==> config.mk <==
export PLATFORM = sky130hd
export DESIGN_NAME = pcie_rx_data_handler
export DESIGN_NICKNAME = d
export VERILOG_FILES = /design/src/hdl/pcie_sym_pkg.sv /design/src/hdl/pcie_rx_pkg.sv /design/src/hdl/pcie_rx_data_handler.sv /design/src/hdl/rx_beat_fifo.sv /design/src/hdl/rx_byte_packer.sv /design/src/hdl/rx_frame_decode.sv
export SDC_FILE = /design/constraint.sdc
export NUM_CORES = 1
export LEC_CHECK = 0
export BUFFER_PORTS_ARGS = -buffer_cell sky130_fd_sc_hd__buf_2
export CELL_PAD_IN_SITES_DETAIL_PLACEMENT = 0
export CELL_PAD_IN_SITES_GLOBAL_PLACEMENT = 1
export CORE_ASPECT_RATIO = 0.6
export CORE_UTILIZATION = 40
export CTS_CLUSTER_DIAMETER = 60
export CTS_CLUSTER_SIZE = 24
export DETAILED_ROUTE_END_ITERATION = 8
export GPL_TIMING_DRIVEN = 1
export PLACE_DENSITY = 0.77
export SETUP_SLACK_MARGIN = 0.2
export SYNTH_ARGS = -nofsm -noshare
export SYNTH_HDL_FRONTEND = slang
export SYNTH_SLANG_ARGS = --single-unit
==> constraint.sdc <==
create_clock -name clk_i -period 4.45 [get_ports clk_i]
set_input_delay 0.2225 -clock clk_i [delete_from_list [all_inputs] [get_ports clk_i]]
set_output_delay 0.2225 -clock clk_i [all_outputs]
set_load 0.005 [all_outputs]
==> src/hdl/pcie_sym_pkg.sv <==
package pcie_sym_pkg;

  // framing K-codes of the 8b/10b rates, gen1 and gen2 only
  // gen3+ uses tokens in 128b/130b blocks, not handled here

  // K27.7, opens a TLP
  localparam logic [7:0] SYM_STP = 8'hFB;

  // K28.2, opens a DLLP
  localparam logic [7:0] SYM_SDP = 8'h5C;

  // K29.7, closes a good TLP or DLLP
  localparam logic [7:0] SYM_END = 8'hFD;

  // byte class as seen by the packer
  // any other K symbol (COM, SKP, IDL ...) is classed as data
  // and decode drops it when it falls outside a packet
  typedef enum logic [1:0] {
    // payload byte, or filler outside a packet
    SYM_DATA,
    // STP, packet is a TLP
    SYM_START_TLP,
    // SDP, packet is a DLLP
    SYM_START_DLLP,
    // END of the open packet
    SYM_PKT_END
  } sym_class_e;

endpackage
==> src/hdl/pcie_rx_pkg.sv <==
package pcie_rx_pkg;

  import pcie_sym_pkg::*;

  // one lane, 32-bit PIPE word at gen1/gen2
  localparam int WORD_BYTES = 4;

  // one symbol after 8b/10b decode
  typedef logic [7:0] byte_t;

  // one PIPE word, byte 0 in bits 7:0 and first in time
  typedef logic [8*WORD_BYTES-1:0] word_t;

  // byte enables of an output beat, low bytes first
  typedef logic [WORD_BYTES-1:0] keep_t;

  // K flags of a PIPE word, one per byte
  typedef logic [WORD_BYTES-1:0] kflag_t;

  // word after classification in rx_frame_decode
  // cls[i] belongs to data[8*i +: 8]
  typedef struct packed {
    logic                        valid;
    sym_class_e [WORD_BYTES-1:0] cls;
    word_t                       data;
  } sym_word_s;

  // one AXI-Stream beat towards the data link layer
  typedef struct packed {
    // payload bytes, framing already removed
    word_t data;
    // contiguous from bit 0
    keep_t keep;
    // final beat of the packet
    logic  last;
    // 1 for a TLP, 0 for a DLLP
    logic  user;
  } beat_s;

endpackage

==> src/hdl/pcie_rx_data_handler.sv <==
`timescale 1ns/10ps

module pcie_rx_data_handler
  import pcie_rx_pkg::*;
#(
  // output beat FIFO depth, at least 4
  parameter int BEAT_FIFO_DEPTH = 4
) (
  input  logic   clk_i,
  input  logic   rst_i,
  input  logic   phy_link_up_i,
  input  logic   phy_fifo_empty_i,
  input  word_t  data_i,
  input  kflag_t data_k_i,
  input  logic   data_valid_i,
  input  logic   m_axis_tready_i,
  output logic   phy_fifo_rd_en_o,
  output word_t  m_axis_tdata_o,
  output keep_t  m_axis_tkeep_o,
  output logic   m_axis_tlast_o,
  output logic   m_axis_tuser_o,
  output logic   m_axis_tvalid_o
);

  // classified word, decode to packer
  sym_word_s sym;
  // packed beats, packer to FIFO, a is the older
  beat_s     beat_a;
  beat_s     beat_b;
  logic      beat_a_we;
  logic      beat_b_we;
  // FIFO can take one more word
  logic      room;

  // read control and framing
  rx_frame_decode u_decode (
    .clk_i            (clk_i),
    .rst_i            (rst_i),
    .phy_link_up_i    (phy_link_up_i),
    .phy_fifo_empty_i (phy_fifo_empty_i),
    .room_i           (room),
    .data_i           (data_i),
    .data_k_i         (data_k_i),
    .data_valid_i     (data_valid_i),
    .phy_fifo_rd_en_o (phy_fifo_rd_en_o),
    .sym_o            (sym)
  );

  // payload bytes into 32-bit beats
  rx_byte_packer u_packer (
    .clk_i       (clk_i),
    .rst_i       (rst_i),
    .sym_i       (sym),
    .beat_a_o    (beat_a),
    .beat_b_o    (beat_b),
    .beat_a_we_o (beat_a_we),
    .beat_b_we_o (beat_b_we)
  );

  // absorbs tready back-pressure
  rx_beat_fifo #(
    .BEAT_FIFO_DEPTH (BEAT_FIFO_DEPTH)
  ) u_fifo (
    .clk_i           (clk_i),
    .rst_i           (rst_i),
    .beat_a_i        (beat_a),
    .beat_b_i        (beat_b),
    .beat_a_we_i     (beat_a_we),
    .beat_b_we_i     (beat_b_we),
    .m_axis_tready_i (m_axis_tready_i),
    .room_o          (room),
    .m_axis_tdata_o  (m_axis_tdata_o),
    .m_axis_tkeep_o  (m_axis_tkeep_o),
    .m_axis_tlast_o  (m_axis_tlast_o),
    .m_axis_tuser_o  (m_axis_tuser_o),
    .m_axis_tvalid_o (m_axis_tvalid_o)
  );

endmodule

==> src/hdl/rx_beat_fifo.sv <==
`timescale 1ns/10ps

module rx_beat_fifo
  import pcie_rx_pkg::*;
#(
  // at least 4, two writes per cycle plus one beat draining
  parameter int BEAT_FIFO_DEPTH = 4
) (
  input  logic  clk_i,
  input  logic  rst_i,
  input  beat_s beat_a_i,
  input  beat_s beat_b_i,
  input  logic  beat_a_we_i,
  input  logic  beat_b_we_i,
  input  logic  m_axis_tready_i,
  output logic  room_o,
  output word_t m_axis_tdata_o,
  output keep_t m_axis_tkeep_o,
  output logic  m_axis_tlast_o,
  output logic  m_axis_tuser_o,
  output logic  m_axis_tvalid_o
);

  typedef logic [$clog2(BEAT_FIFO_DEPTH)-1:0]   ptr_t;
  typedef logic [$clog2(BEAT_FIFO_DEPTH+1)-1:0] cnt_t;

  // free entries needed to take one more word, which makes two beats
  localparam int RoomMin = 3;

  beat_s      mem_q [BEAT_FIFO_DEPTH];
  ptr_t       wr_ptr_q;
  ptr_t       rd_ptr_q;
  cnt_t       count_q;
  beat_s      wr_first;
  logic [1:0] n_wr;
  logic       rd;
  beat_s      head;

  // wrap for any depth, not only powers of two
  function automatic ptr_t ptr_next(ptr_t p);
    return (p == ptr_t'(BEAT_FIFO_DEPTH - 1)) ? '0 : p + ptr_t'(1);
  endfunction

  // lowest free slot gets the older beat
  assign wr_first = beat_a_we_i ? beat_a_i : beat_b_i;
  assign n_wr     = {1'b0, beat_a_we_i} + {1'b0, beat_b_we_i};
  assign rd       = m_axis_tvalid_o && m_axis_tready_i;

  always_ff @(posedge clk_i) begin
    if (n_wr != 2'd0) begin
      mem_q[wr_ptr_q] <= wr_first;
    end
    if (beat_a_we_i && beat_b_we_i) begin
      mem_q[ptr_next(wr_ptr_q)] <= beat_b_i;
    end
  end

  always_ff @(posedge clk_i) begin
    if (rst_i) begin
      wr_ptr_q <= '0;
      rd_ptr_q <= '0;
      count_q  <= '0;
    end else begin
      if (n_wr == 2'd2) begin
        wr_ptr_q <= ptr_next(ptr_next(wr_ptr_q));
      end else if (n_wr == 2'd1) begin
        wr_ptr_q <= ptr_next(wr_ptr_q);
      end
      if (rd) begin
        rd_ptr_q <= ptr_next(rd_ptr_q);
      end
      count_q <= count_q + cnt_t'(n_wr) - cnt_t'(rd);
    end
  end

  // fall-through, head is shown as soon as it is counted
  assign head            = mem_q[rd_ptr_q];
  assign m_axis_tvalid_o = (count_q != '0);
  assign m_axis_tdata_o  = head.data;
  assign m_axis_tkeep_o  = head.keep;
  assign m_axis_tlast_o  = head.last;
  assign m_axis_tuser_o  = head.user;

  assign room_o = (BEAT_FIFO_DEPTH - int'(count_q)) >= RoomMin;

endmodule

==> src/hdl/rx_byte_packer.sv <==
`timescale 1ns/10ps

module rx_byte_packer
  import pcie_sym_pkg::*;
  import pcie_rx_pkg::*;
(
  input  logic      clk_i,
  input  logic      rst_i,
  input  sym_word_s sym_i,
  output beat_s     beat_a_o,
  output beat_s     beat_b_o,
  output logic      beat_a_we_o,
  output logic      beat_b_we_o
);

  // fill level of the holding buffer, 0 to WORD_BYTES
  typedef logic [$clog2(WORD_BYTES+1)-1:0] fill_t;

  // holding buffer
  // a full word waits here until the next byte shows
  // whether it closes the packet, so tlast is never late
  word_t       hold_q;
  word_t       hold_n;
  fill_t       fill_q;
  fill_t       fill_n;
  // type of the open packet
  logic        user_q;
  logic        user_n;
  // a start was seen and no END yet
  logic        open_q;
  logic        open_n;

  // beats formed from the current word, oldest first
  beat_s       beat_n [2];
  logic [1:0]  nbeat_n;

  beat_s       beat_a_q;
  beat_s       beat_b_q;
  logic        beat_a_we_q;
  logic        beat_b_we_q;

  // keep mask for a fill of 1 to WORD_BYTES
  function automatic keep_t keep_from_fill(fill_t f);
    return keep_t'((1 << f) - 1);
  endfunction

  function automatic beat_s make_beat(word_t d, fill_t f, logic last, logic user);
    beat_s b;
    b.data = d;
    b.keep = keep_from_fill(f);
    b.last = last;
    b.user = user;
    return b;
  endfunction

  always_comb begin : pack_word
    byte_t b;
    hold_n    = hold_q;
    fill_n    = fill_q;
    user_n    = user_q;
    open_n    = open_q;
    beat_n[0] = '0;
    beat_n[1] = '0;
    nbeat_n   = '0;
    if (sym_i.valid) begin
      for (int i = 0; i < WORD_BYTES; i++) begin
        b = sym_i.data[8*i +: 8];
        case (sym_i.cls[i])
          SYM_START_TLP, SYM_START_DLLP: begin
            // new packet, latch its type
            open_n = 1'b1;
            user_n = (sym_i.cls[i] == SYM_START_TLP);
            fill_n = '0;
            hold_n = '0;
          end
          SYM_PKT_END: begin
            // remainder goes out with tlast
            // an empty packet has nothing to send
            if (open_n && fill_n != '0) begin
              beat_n[nbeat_n[0]] = make_beat(hold_n, fill_n, 1'b1, user_n);
              nbeat_n            = nbeat_n + 2'd1;
            end
            open_n = 1'b0;
            fill_n = '0;
            hold_n = '0;
          end
          default: begin
            if (open_n) begin
              // more payload, so a full buffer is not the last beat
              if (fill_n == fill_t'(WORD_BYTES)) begin
                beat_n[nbeat_n[0]] = make_beat(hold_n, fill_n, 1'b0, user_n);
                nbeat_n            = nbeat_n + 2'd1;
                fill_n             = '0;
                hold_n             = '0;
              end
              hold_n[8*fill_n +: 8] = b;
              fill_n                = fill_n + fill_t'(1);
            end
          end
        endcase
      end
    end
  end

  always_ff @(posedge clk_i) begin
    if (rst_i) begin
      hold_q      <= '0;
      fill_q      <= '0;
      user_q      <= 1'b0;
      open_q      <= 1'b0;
      beat_a_we_q <= 1'b0;
      beat_b_we_q <= 1'b0;
    end else begin
      hold_q      <= hold_n;
      fill_q      <= fill_n;
      user_q      <= user_n;
      open_q      <= open_n;
      // b only ever follows a
      beat_a_we_q <= (nbeat_n != 2'd0);
      beat_b_we_q <= (nbeat_n == 2'd2);
    end
  end

  // beat payload, qualified by the write strobes
  always_ff @(posedge clk_i) begin
    beat_a_q <= beat_n[0];
    beat_b_q <= beat_n[1];
  end

  assign beat_a_o    = beat_a_q;
  assign beat_b_o    = beat_b_q;
  assign beat_a_we_o = beat_a_we_q;
  assign beat_b_we_o = beat_b_we_q;

endmodule

==> src/hdl/rx_frame_decode.sv <==
`timescale 1ns/10ps

module rx_frame_decode
  import pcie_sym_pkg::*;
  import pcie_rx_pkg::*;
(
  input  logic      clk_i,
  input  logic      rst_i,
  input  logic      phy_link_up_i,
  input  logic      phy_fifo_empty_i,
  input  logic      room_i,
  input  word_t     data_i,
  input  kflag_t    data_k_i,
  input  logic      data_valid_i,
  output logic      phy_fifo_rd_en_o,
  output sym_word_s sym_o
);

  // packet framing state at a byte boundary
  typedef enum logic {
    ST_IDLE,
    ST_IN_PKT
  } pkt_state_e;

  // reads issued and not yet counted in the beat FIFO
  // rd_en, data_valid, decode reg, packer reg
  localparam int InFlight = 3;

  pkt_state_e                 state_q;
  pkt_state_e                 state_n;
  sym_class_e [WORD_BYTES-1:0] cls_n;
  logic [InFlight-1:0]        rd_hist_q;
  logic                       rd_busy;
  sym_word_s                  sym_q;

  // raw class from the K flag and the byte value
  function automatic sym_class_e byte_class(byte_t b, logic is_k);
    sym_class_e c;
    c = SYM_DATA;
    if (is_k) begin
      case (b)
        SYM_STP: c = SYM_START_TLP;
        SYM_SDP: c = SYM_START_DLLP;
        SYM_END: c = SYM_PKT_END;
        // COM, SKP and the like
        default: c = SYM_DATA;
      endcase
    end
    return c;
  endfunction

  // room_i only covers the two beats of a single word
  // so hold off while an earlier read is still on its way
  assign rd_busy = |rd_hist_q;

  assign phy_fifo_rd_en_o = phy_link_up_i && !phy_fifo_empty_i && room_i && !rd_busy;

  // walk the word in time order, byte 0 first
  always_comb begin : classify_word
    pkt_state_e st;
    sym_class_e raw;
    st = state_q;
    for (int i = 0; i < WORD_BYTES; i++) begin
      raw      = byte_class(data_i[8*i +: 8], data_k_i[i]);
      // default is plain data, packer drops it outside a packet
      cls_n[i] = SYM_DATA;
      case (st)
        ST_IDLE: begin
          // only a start leaves idle, a stray END is dropped
          if (raw == SYM_START_TLP || raw == SYM_START_DLLP) begin
            cls_n[i] = raw;
            st       = ST_IN_PKT;
          end
        end
        default: begin
          // inside a packet only END is framing
          if (raw == SYM_PKT_END) begin
            cls_n[i] = SYM_PKT_END;
            st       = ST_IDLE;
          end
        end
      endcase
    end
    state_n = st;
  end

  always_ff @(posedge clk_i) begin
    if (rst_i) begin
      state_q     <= ST_IDLE;
      rd_hist_q   <= '0;
      sym_q.valid <= 1'b0;
    end else begin
      rd_hist_q   <= {rd_hist_q[InFlight-2:0], phy_fifo_rd_en_o};
      sym_q.valid <= data_valid_i;
      // framing state only moves on a real word
      if (data_valid_i) begin
        state_q <= state_n;
      end
    end
  end

  // payload side, qualified by sym_q.valid
  always_ff @(posedge clk_i) begin
    sym_q.cls  <= cls_n;
    sym_q.data <= data_i;
  end

  assign sym_o = sym_q;

endmodule

## Yosys cells after proc, flatten, opt, wreduce, memory -nomap -nowiden

Memories as Yosys holds them, arrays and structs flattened. A register that Yosys moved wholly into a read port is not among the register bits.
Cells that the tools add are included.

- Register bits: 167
- RAM bits: 152
- Input port bits: 42
- Output and inout bits: 40
- Word-level logic and storage cells: 318
- Memories: 1

- Add/sub/neg operators: 22
- $lt $le $gt $ge: 7
- Equal/unequal tests: 46
- Shift operators: 12
- Muxes and demuxes: 167
- Bitwise logic cells: 3
- Reduce and logical (&&, ||, !) cells: 35

Memory list:

| memory | words | bits a word | read ports | clocked after memory_dff | write ports | RTL line | RTL |
|---|---|---|---|---|---|---|---|
| u_fifo.mem_q | 4 | 38 | 1 | 1 | 2 | rx_beat_fifo.sv:30 | `beat_s mem_q [BEAT_FIFO_DEPTH];` |

Operators by type and width:

| cell | count |
|---|---|
| $mux W32 | 27 |
| $mux W76 | 11 |
| $bwmux W76 | 6 |
| $pmux W76 S2 | 3 |
| $mux W38 | 8 |
| $neg A6 Y34 | 4 |
| $shift A8 B34 Y32 const A | 4 |
| $shiftx A8 B34 Y32 | 4 |
| $bwmux W32 | 4 |
| $demux W38 S1 | 3 |
| $mux W3 | 27 |
| $pmux W38 S2 | 1 |
| $mux W2 | 37 |
| $eq A8 B8 Y1 const B | 8 |
| $eq A2 B2 Y1 const B | 21 |
| $eq A8 B7 Y1 const B | 4 |
| $ge A32 B3 Y1 const B | 1 |
| $mux W1 | 28 |
| $pmux W2 S3 | 4 |
| $eq A2 B1 Y1 const B | 9 |
| $pmux W2 S2 | 4 |
| $shl A1 B3 Y4 const A | 4 |
| $sub A4 B2 Y4 const B | 4 |
| $reduce_bool A3 Y1 | 5 |
| 17 further kinds | 61 |

## Logic depth before layout (Yosys ltp)

- Word-level depth: 37
- Gate-level depth with buffers: 26
- Gate-level depth less buffers: 19

## Hierarchy

A second synthesis with hierarchy kept.

- Cells, all modules: 1862
- Area, all modules: 19603.8 um2

Modules (own cells, without submodules):

| module | times used | cells an instance | area an instance (um2) | sequential area each (um2) |
|---|---|---|---|---|
| rx_byte_packer | 1 | 1293 | 9656.8 | 2302.2 |
| rx_beat_fifo | 1 | 444 | 8436.8 | 4744.6 |
| rx_frame_decode | 1 | 125 | 1510.2 | 900.9 |

## Worst setup path after synthesis

OpenSTA, ideal clock, no wires.

- Kind: register to register
- From: register u_packer.fill_q[0]
- To: register u_packer.beat_a_we_q (netlist: u_packer.beat_a_we_o)
- Setup time: 0.136 ns
- Arrival: 4.655 ns
- Data required time: 4.314 ns
- Path slack: -0.341 ns
- Cell stages (with the launch flop): 26
- Buffers on the path: 6
- Period minus slack after synthesis: 4.791 ns
- Path through: dfxtp_1 clkbuf_1 inv_1 ha_1 buf_2 nand2_1 a31oi_1 inv_1 ha_1 clkbuf_1 clkbuf_1 a21oi_1 nor2_1 inv_1 ha_1 a21o_1 a41o_1 o21a_1 buf_2 xnor2_1 o21a_2 a21bo_2 buf_6 a22o_1 nor3_2 a41oi_1

- Cells in the longest elaborated chain, start to end: 33
- Elaborated cells on any way between the ends: 60
- Those cells by class: add/sub (6); eq/ne (4); mux (41); reduce/logical (9)

Ends and longest elaborated chain:

| item | RTL line | RTL |
|---|---|---|
| start, declared | rx_byte_packer.sv:24 | `fill_t fill_q;` |
| start signal, assigned | rx_byte_packer.sv:115 | `fill_q <= fill_n;` |
| $eq A3 B3 Y1 | rx_byte_packer.sv:90 | `if (fill_n == fill_t'(WORD_BYTES)) begin` |
| $mux W3 | rx_byte_packer.sv:90 |  |
| $mux W3 | rx_byte_packer.sv:88 | `if (open_n) begin` |
| $mux W3 | rx_byte_packer.sv:68 | `case (sym_i.cls[i])` |
| $mux W3 | rx_byte_packer.sv:65 | `if (sym_i.valid) begin` |
| $add A3 B1 Y3 | rx_byte_packer.sv:97 | `fill_n = fill_n + fill_t'(1);` |
| $mux W3 | rx_byte_packer.sv:88 |  |
| $mux W3 | rx_byte_packer.sv:68 |  |
| (+17 left out) | - |  |
| $mux W3 | rx_byte_packer.sv:68 |  |
| $mux W3 | rx_byte_packer.sv:65 |  |
| $eq A3 B3 Y1 / $reduce_bool A3 Y1 (equally long branches) | rx_byte_packer.sv:90, rx_byte_packer.sv:79 |  |
| $mux W2 / $logic_and A1 B1 Y1 (equally long branches) | rx_byte_packer.sv:90, rx_byte_packer.sv:79 |  |
| $mux W2 (on tied branches) | rx_byte_packer.sv:88, rx_byte_packer.sv:79 |  |
| $pmux W2 S2 (*) | rx_byte_packer.sv:68 |  |
| $mux W2 (*) | rx_byte_packer.sv:65 |  |
| $reduce_bool A2 Y1 (*) | rx_byte_packer.sv:119 | `beat_a_we_q <= (nbeat_n != 2'd0);` |
| end signal, assigned | rx_byte_packer.sv:119 |  |
| end, declared | rx_byte_packer.sv:39 | `logic beat_a_we_q;` |

Mark *: on every way between the ends. The rest lies on a longest branch, timed or not. The select of a mux whose other input is x is not followed.
A chain may end at the register's enable or synchronous reset.

## Worst setup path after layout

- From: register u_decode.sym_q, in the netlist u_decode.sym_o[32]
- To: register u_packer.beat_a_q, in the netlist u_packer.beat_a_o[26]

- Cells in the longest elaborated chain, start to end: 28
- Elaborated cells on any way between the ends: 116
- Those cells by class: add/sub (6); order compare (6); eq/ne (6); shift (4); mux (80); bitwise (3); reduce/logical (11)

Ends and longest elaborated chain:

| item | RTL line | RTL |
|---|---|---|
| start, declared | rx_frame_decode.sv:34 | `sym_word_s sym_q;` |
| $eq A2 B2 Y1 / $eq A2 B1 Y1 (equally long branches) | rx_byte_packer.sv:68 |  |
| $reduce_or A3 Y1 (no source line) | - |  |
| $mux W3 | rx_byte_packer.sv:68 |  |
| $mux W3 | rx_byte_packer.sv:65 |  |
| $eq A3 B3 Y1 | rx_byte_packer.sv:90 |  |
| $mux W3 | rx_byte_packer.sv:90 |  |
| $mux W3 | rx_byte_packer.sv:88 |  |
| $mux W3 | rx_byte_packer.sv:68 |  |
| (+12 left out) | - |  |
| $bwmux W32 | rx_byte_packer.sv:96 | `hold_n[8*fill_n +: 8] = b;` |
| $mux W32 | rx_byte_packer.sv:88 |  |
| $mux W32 | rx_byte_packer.sv:68 |  |
| $mux W32 | rx_byte_packer.sv:65 |  |
| $bwmux W76 | rx_byte_packer.sv:91 | `beat_n[nbeat_n[0]] = make_beat(hold_n, fill_n, 1'b0, user_n);` |
| $mux W76 | rx_byte_packer.sv:90 |  |
| $mux W76 | rx_byte_packer.sv:88 |  |
| $pmux W76 S2 (*) | rx_byte_packer.sv:68 |  |
| end signal, assigned | rx_byte_packer.sv:126 | `beat_a_q <= beat_n[0];` |
| end, declared | rx_byte_packer.sv:37 | `beat_s beat_a_q;` |

Marks and branches as above.

==> impl_metrics.tcl <==
set metrics [dict create \
    setup_tns_ns 0 \
    synth_edf_count 152 \
    synthTopCellsByArea "edfxtp_1 (23%), dfxtp_1 (17%), mux2_2 (9.2%)" \
    grt_antenna_before_repair 1 \
    multi_input_area_sq_mm 0.0113 \
    worst_path_most_repeated_cell "buf_4" \
    die_area_sq_mm 0.0503 \
    wl_per_cell_um 28.0 \
    p_leak_nw 8.70 \
    overflow 0 \
    drt_first_pass_iters 5 \
    syn-num-nets 2137 \
    synth_seq_area_share_pct 40.3 \
    place_hpwl_um 62900 \
    ant_nets 0 \
    rsz0062_at_grt "true" \
    swShare_pct 26.9 \
    gp_congestion 1.04 \
    fp.dieW_um 289 \
    max_stage_delay_ns 0.38 \
    hp-class "input pin to flip-flop" \
    synth-async-reset-ratio_pct 0 \
    synthTopCellsByCount "nand2_1 (196), dfxtp_1 (169), mux2_2 (162)" \
    netlist_area_sq_mm 0.0197 \
    crit_fanout 29 \
    yosysMostFrequentCell "nand2_1" \
    path_class "flip-flop to flip-flop" \
    clock-sinks 321 \
    vias 18400 \
    clock_latency_ns 0.58 \
    final-seq-area_sq_mm 0.00795 \
    grt_pass1_wl_um 119000 \
    drc 0 \
    ys_ff_latch 321 \
    p_clk_share_pct 37.7 \
    numCtsBuffers 23 \
    cts_tree "done" \
    cp-end-kind "flip-flop" \
    crit_chain "inv_1 > ha_1 > buf_4 > buf_4 > nand2_1 > a21oi_4 > nor2_2 > inv_1 > ha_1 > a21o_1 > a41o_1 > o21a_1 > xnor2_1 > buf_4 > and2_1 > nand3_1 > nand3_1 > and2_1 > buf_12 > o22ai_1" \
    finalMaxSlewViolations 0 \
    combinationalPowerShare_pct 10.9 \
    p_per_area_mw_per_mm2 262 \
    nNetsFinal 2364 \
    outcome "completed" \
    wl_um 81400 \
    setup_viol 0 \
    clk_pin_slew_worst_paths_ns 0.09 \
    switchingPower_mw 1.66 \
    io_pins 82 \
    ys_types 102 \
    grt_max_degree 56 \
    core-area_sq_mm 0.0483 \
    cp.required_ns 4.92 \
    yosys.area.top_type "edfxtp_1" \
    io_buffers 81 \
    period_share_pct 94.2 \
    num_rows 62 \
    ff2ff_setup_slack_ns 0.26 \
    grt_pass1_vias 17300 \
    clockRootBuffer "clkbuf_16" \
    gr-usage-all-layers_pct 31.9 \
    drv_cap 0 \
    cts_max_level 1 \
    synth_ff_type "dfxtp_1" \
    fillCellCount 4509 \
    drt_iter0_drc 2494 \
    vias_per_cell 6.34 \
    dp_cells 2821 \
    hold_violations 0 \
    synth_top_cell_area_share_pct 23.1 \
    yosys_warnings 0 \
    start_util_pct 40.9 \
    startpoint_type "flip-flop" \
    fp.dieH_um 174 \
    min_period_ns 4.19 \
    slowest_stage "buf_4" \
    drive_gt1_share_pct 28.0 \
    tightest_slew_ns 1.23 \
    syn_inst 2023 \
    area_growth_pct 19.1 \
    internal-power_mw 4.50 \
    pwr-share-seq_pct 51.5 \
    cts-root-to-sink-buffers 3 \
    crit_arrival_ns 4.67 \
    finClkSkew_ns 0.0463 \
    final_cells 2908 \
    max_freq_ghz 0.238 \
    avgSynthCellArea_sq_um 9.76 \
    maxSlewHeadroom_pct 17.2 \
    peakVddDrop_v 0.000229 \
]
==> metal layers <==
layer	wire length [um]	vias up	global-route usage, %
met5	9	-	0
met4	1570	2	5.86
met3	8940	111	7.52
met2	32900	1025	44.2
met1	37900	9158	49.8
li1	-	8136	-
==> final cells by class <==
type / instances / share of cell area (%)
diodes: 1 / 0.0106
clock buffers: 30 / 2.65
clock inverters: 12 / 0.713
inverters: 57 / 0.936
multi-input cells: 1515 / 48.0
flip-flops and latches: 321 / 33.8
well taps: 640 / 3.40
repair buffers: 332 / 10.5
==> stage by stage <==
step	hold WS (ns)	setup slack [ns]	utilization (%)	instance area (sq um)	power (mW)
after floorplan	0.250	0.210	-	19800	3.62
after global placement	0.340	0.129	45.9	22200	3.86
after global routing	0.0762	0.136	48.7	23500	6.36
after CTS	0.0577	0.218	48.3	23300	6.19
after detailed placement	0.340	0.0274	45.9	22200	3.88
final	0.0628	0.257	48.7	23500	6.16
==> sequential cells by signal (all words and copies together) (netlist names), named ones only <==
signal / count
u_packer.fill_q: 3
u_packer.open_q: 1
u_fifo.rd_ptr_q: 2
u_fifo.wr_ptr_q: 2
u_packer.beat_a_we_o: 1
u_decode.rd_hist_q: 3
u_packer.hold_q: 32
u_packer.beat_b_o: 38
u_decode.state_q: 1
u_decode.sym_o: 41
u_packer.beat_b_we_o: 1
u_fifo.mem_q: 152
u_packer.beat_a_o: 38
u_fifo.count_q: 3
u_packer.user_q: 1
==> worst max-delay path, delay by kind of cell, from the launching register on <==
family,cells,cell delay (ns)
AOI/OAI and AO/OA,5,0.98
DFF,1,0.34
adders and majority gates,2,0.38
buffers and inverters,6,1.03
and+or+nand+nor,6,1.21
xor gates and xnor gates,1,0.13
==> layout by cell type (no fill, tap or decap), types with 27 or more instances in the layout <==
cell type / netlist / layout
nor2_1: 146 / 142
edfxtp_1: 152 / 152
nand3_1: 31 / 30
a21oi_1: 135 / 127
buf_2: 25 / 81
o21ai_0: 159 / 153
buf_4: 4 / 208
mux2_2: 162 / 162
and2_1: 29 / 28
o211ai_1: 27 / 27
dlygate4sd3_1: 0 / 33
a32oi_1: 32 / 32
a22o_1: 40 / 39
a22oi_1: 46 / 45
o22ai_1: 28 / 27
ha_1: 71 / 65
nand2_1: 196 / 196
mux4_2: 38 / 38
inv_1: 53 / 50
dfxtp_1: 169 / 165
==> logic make-up after synthesis <==
logic type	after synthesis	share of synthesized area (%)
fa+ha+maj	72	4.60
simple gates	541	13.1
mux	229	15.2
compound gates	655	22.1
buf+inv	187	3.94
xor+xnor	18	0.799
flops	321	40.3
==> path summary, 6_finish.rpt <==
kind | cells after the start | startpoint | end
max reg2reg | 20 | u_decode.sym_o[32]$_DFF_P_ | u_packer.beat_a_o[26]$_SDFF_PN0_
min | 3 | phy_link_up_i | u_decode.rd_hist_q[0]$_SDFF_PP0_
max | 20 | u_decode.sym_o[32]$_DFF_P_ | u_packer.beat_a_o[26]$_SDFF_PN0_
min reg2reg | 1 | u_decode.rd_hist_q[0]$_SDFF_PP0_ | u_decode.rd_hist_q[1]$_SDFF_PP0_
==> power groups by stage <==
stage	registers [mW]	clock network, mW	logic, mW
2_1_floorplan	3.20	0	0.425
3_3_place_gp	3.23	0	0.631
3_5_place_dp	3.23	0	0.651
4_1_cts	3.17	2.35	0.676
5_1_grt	3.17	2.46	0.731
6_report	3.17	2.32	0.669
==> repair_timing <==
item,4_1_cts,5_1_grt
buffers inserted,0,11
hold buffers,33,0
pin swaps,0,8
setup endpoints to repair,21,104
hold endpoints to repair,34,0
resized for setup,7,29
No activity file was read; power rests on OpenSTA's default activity.
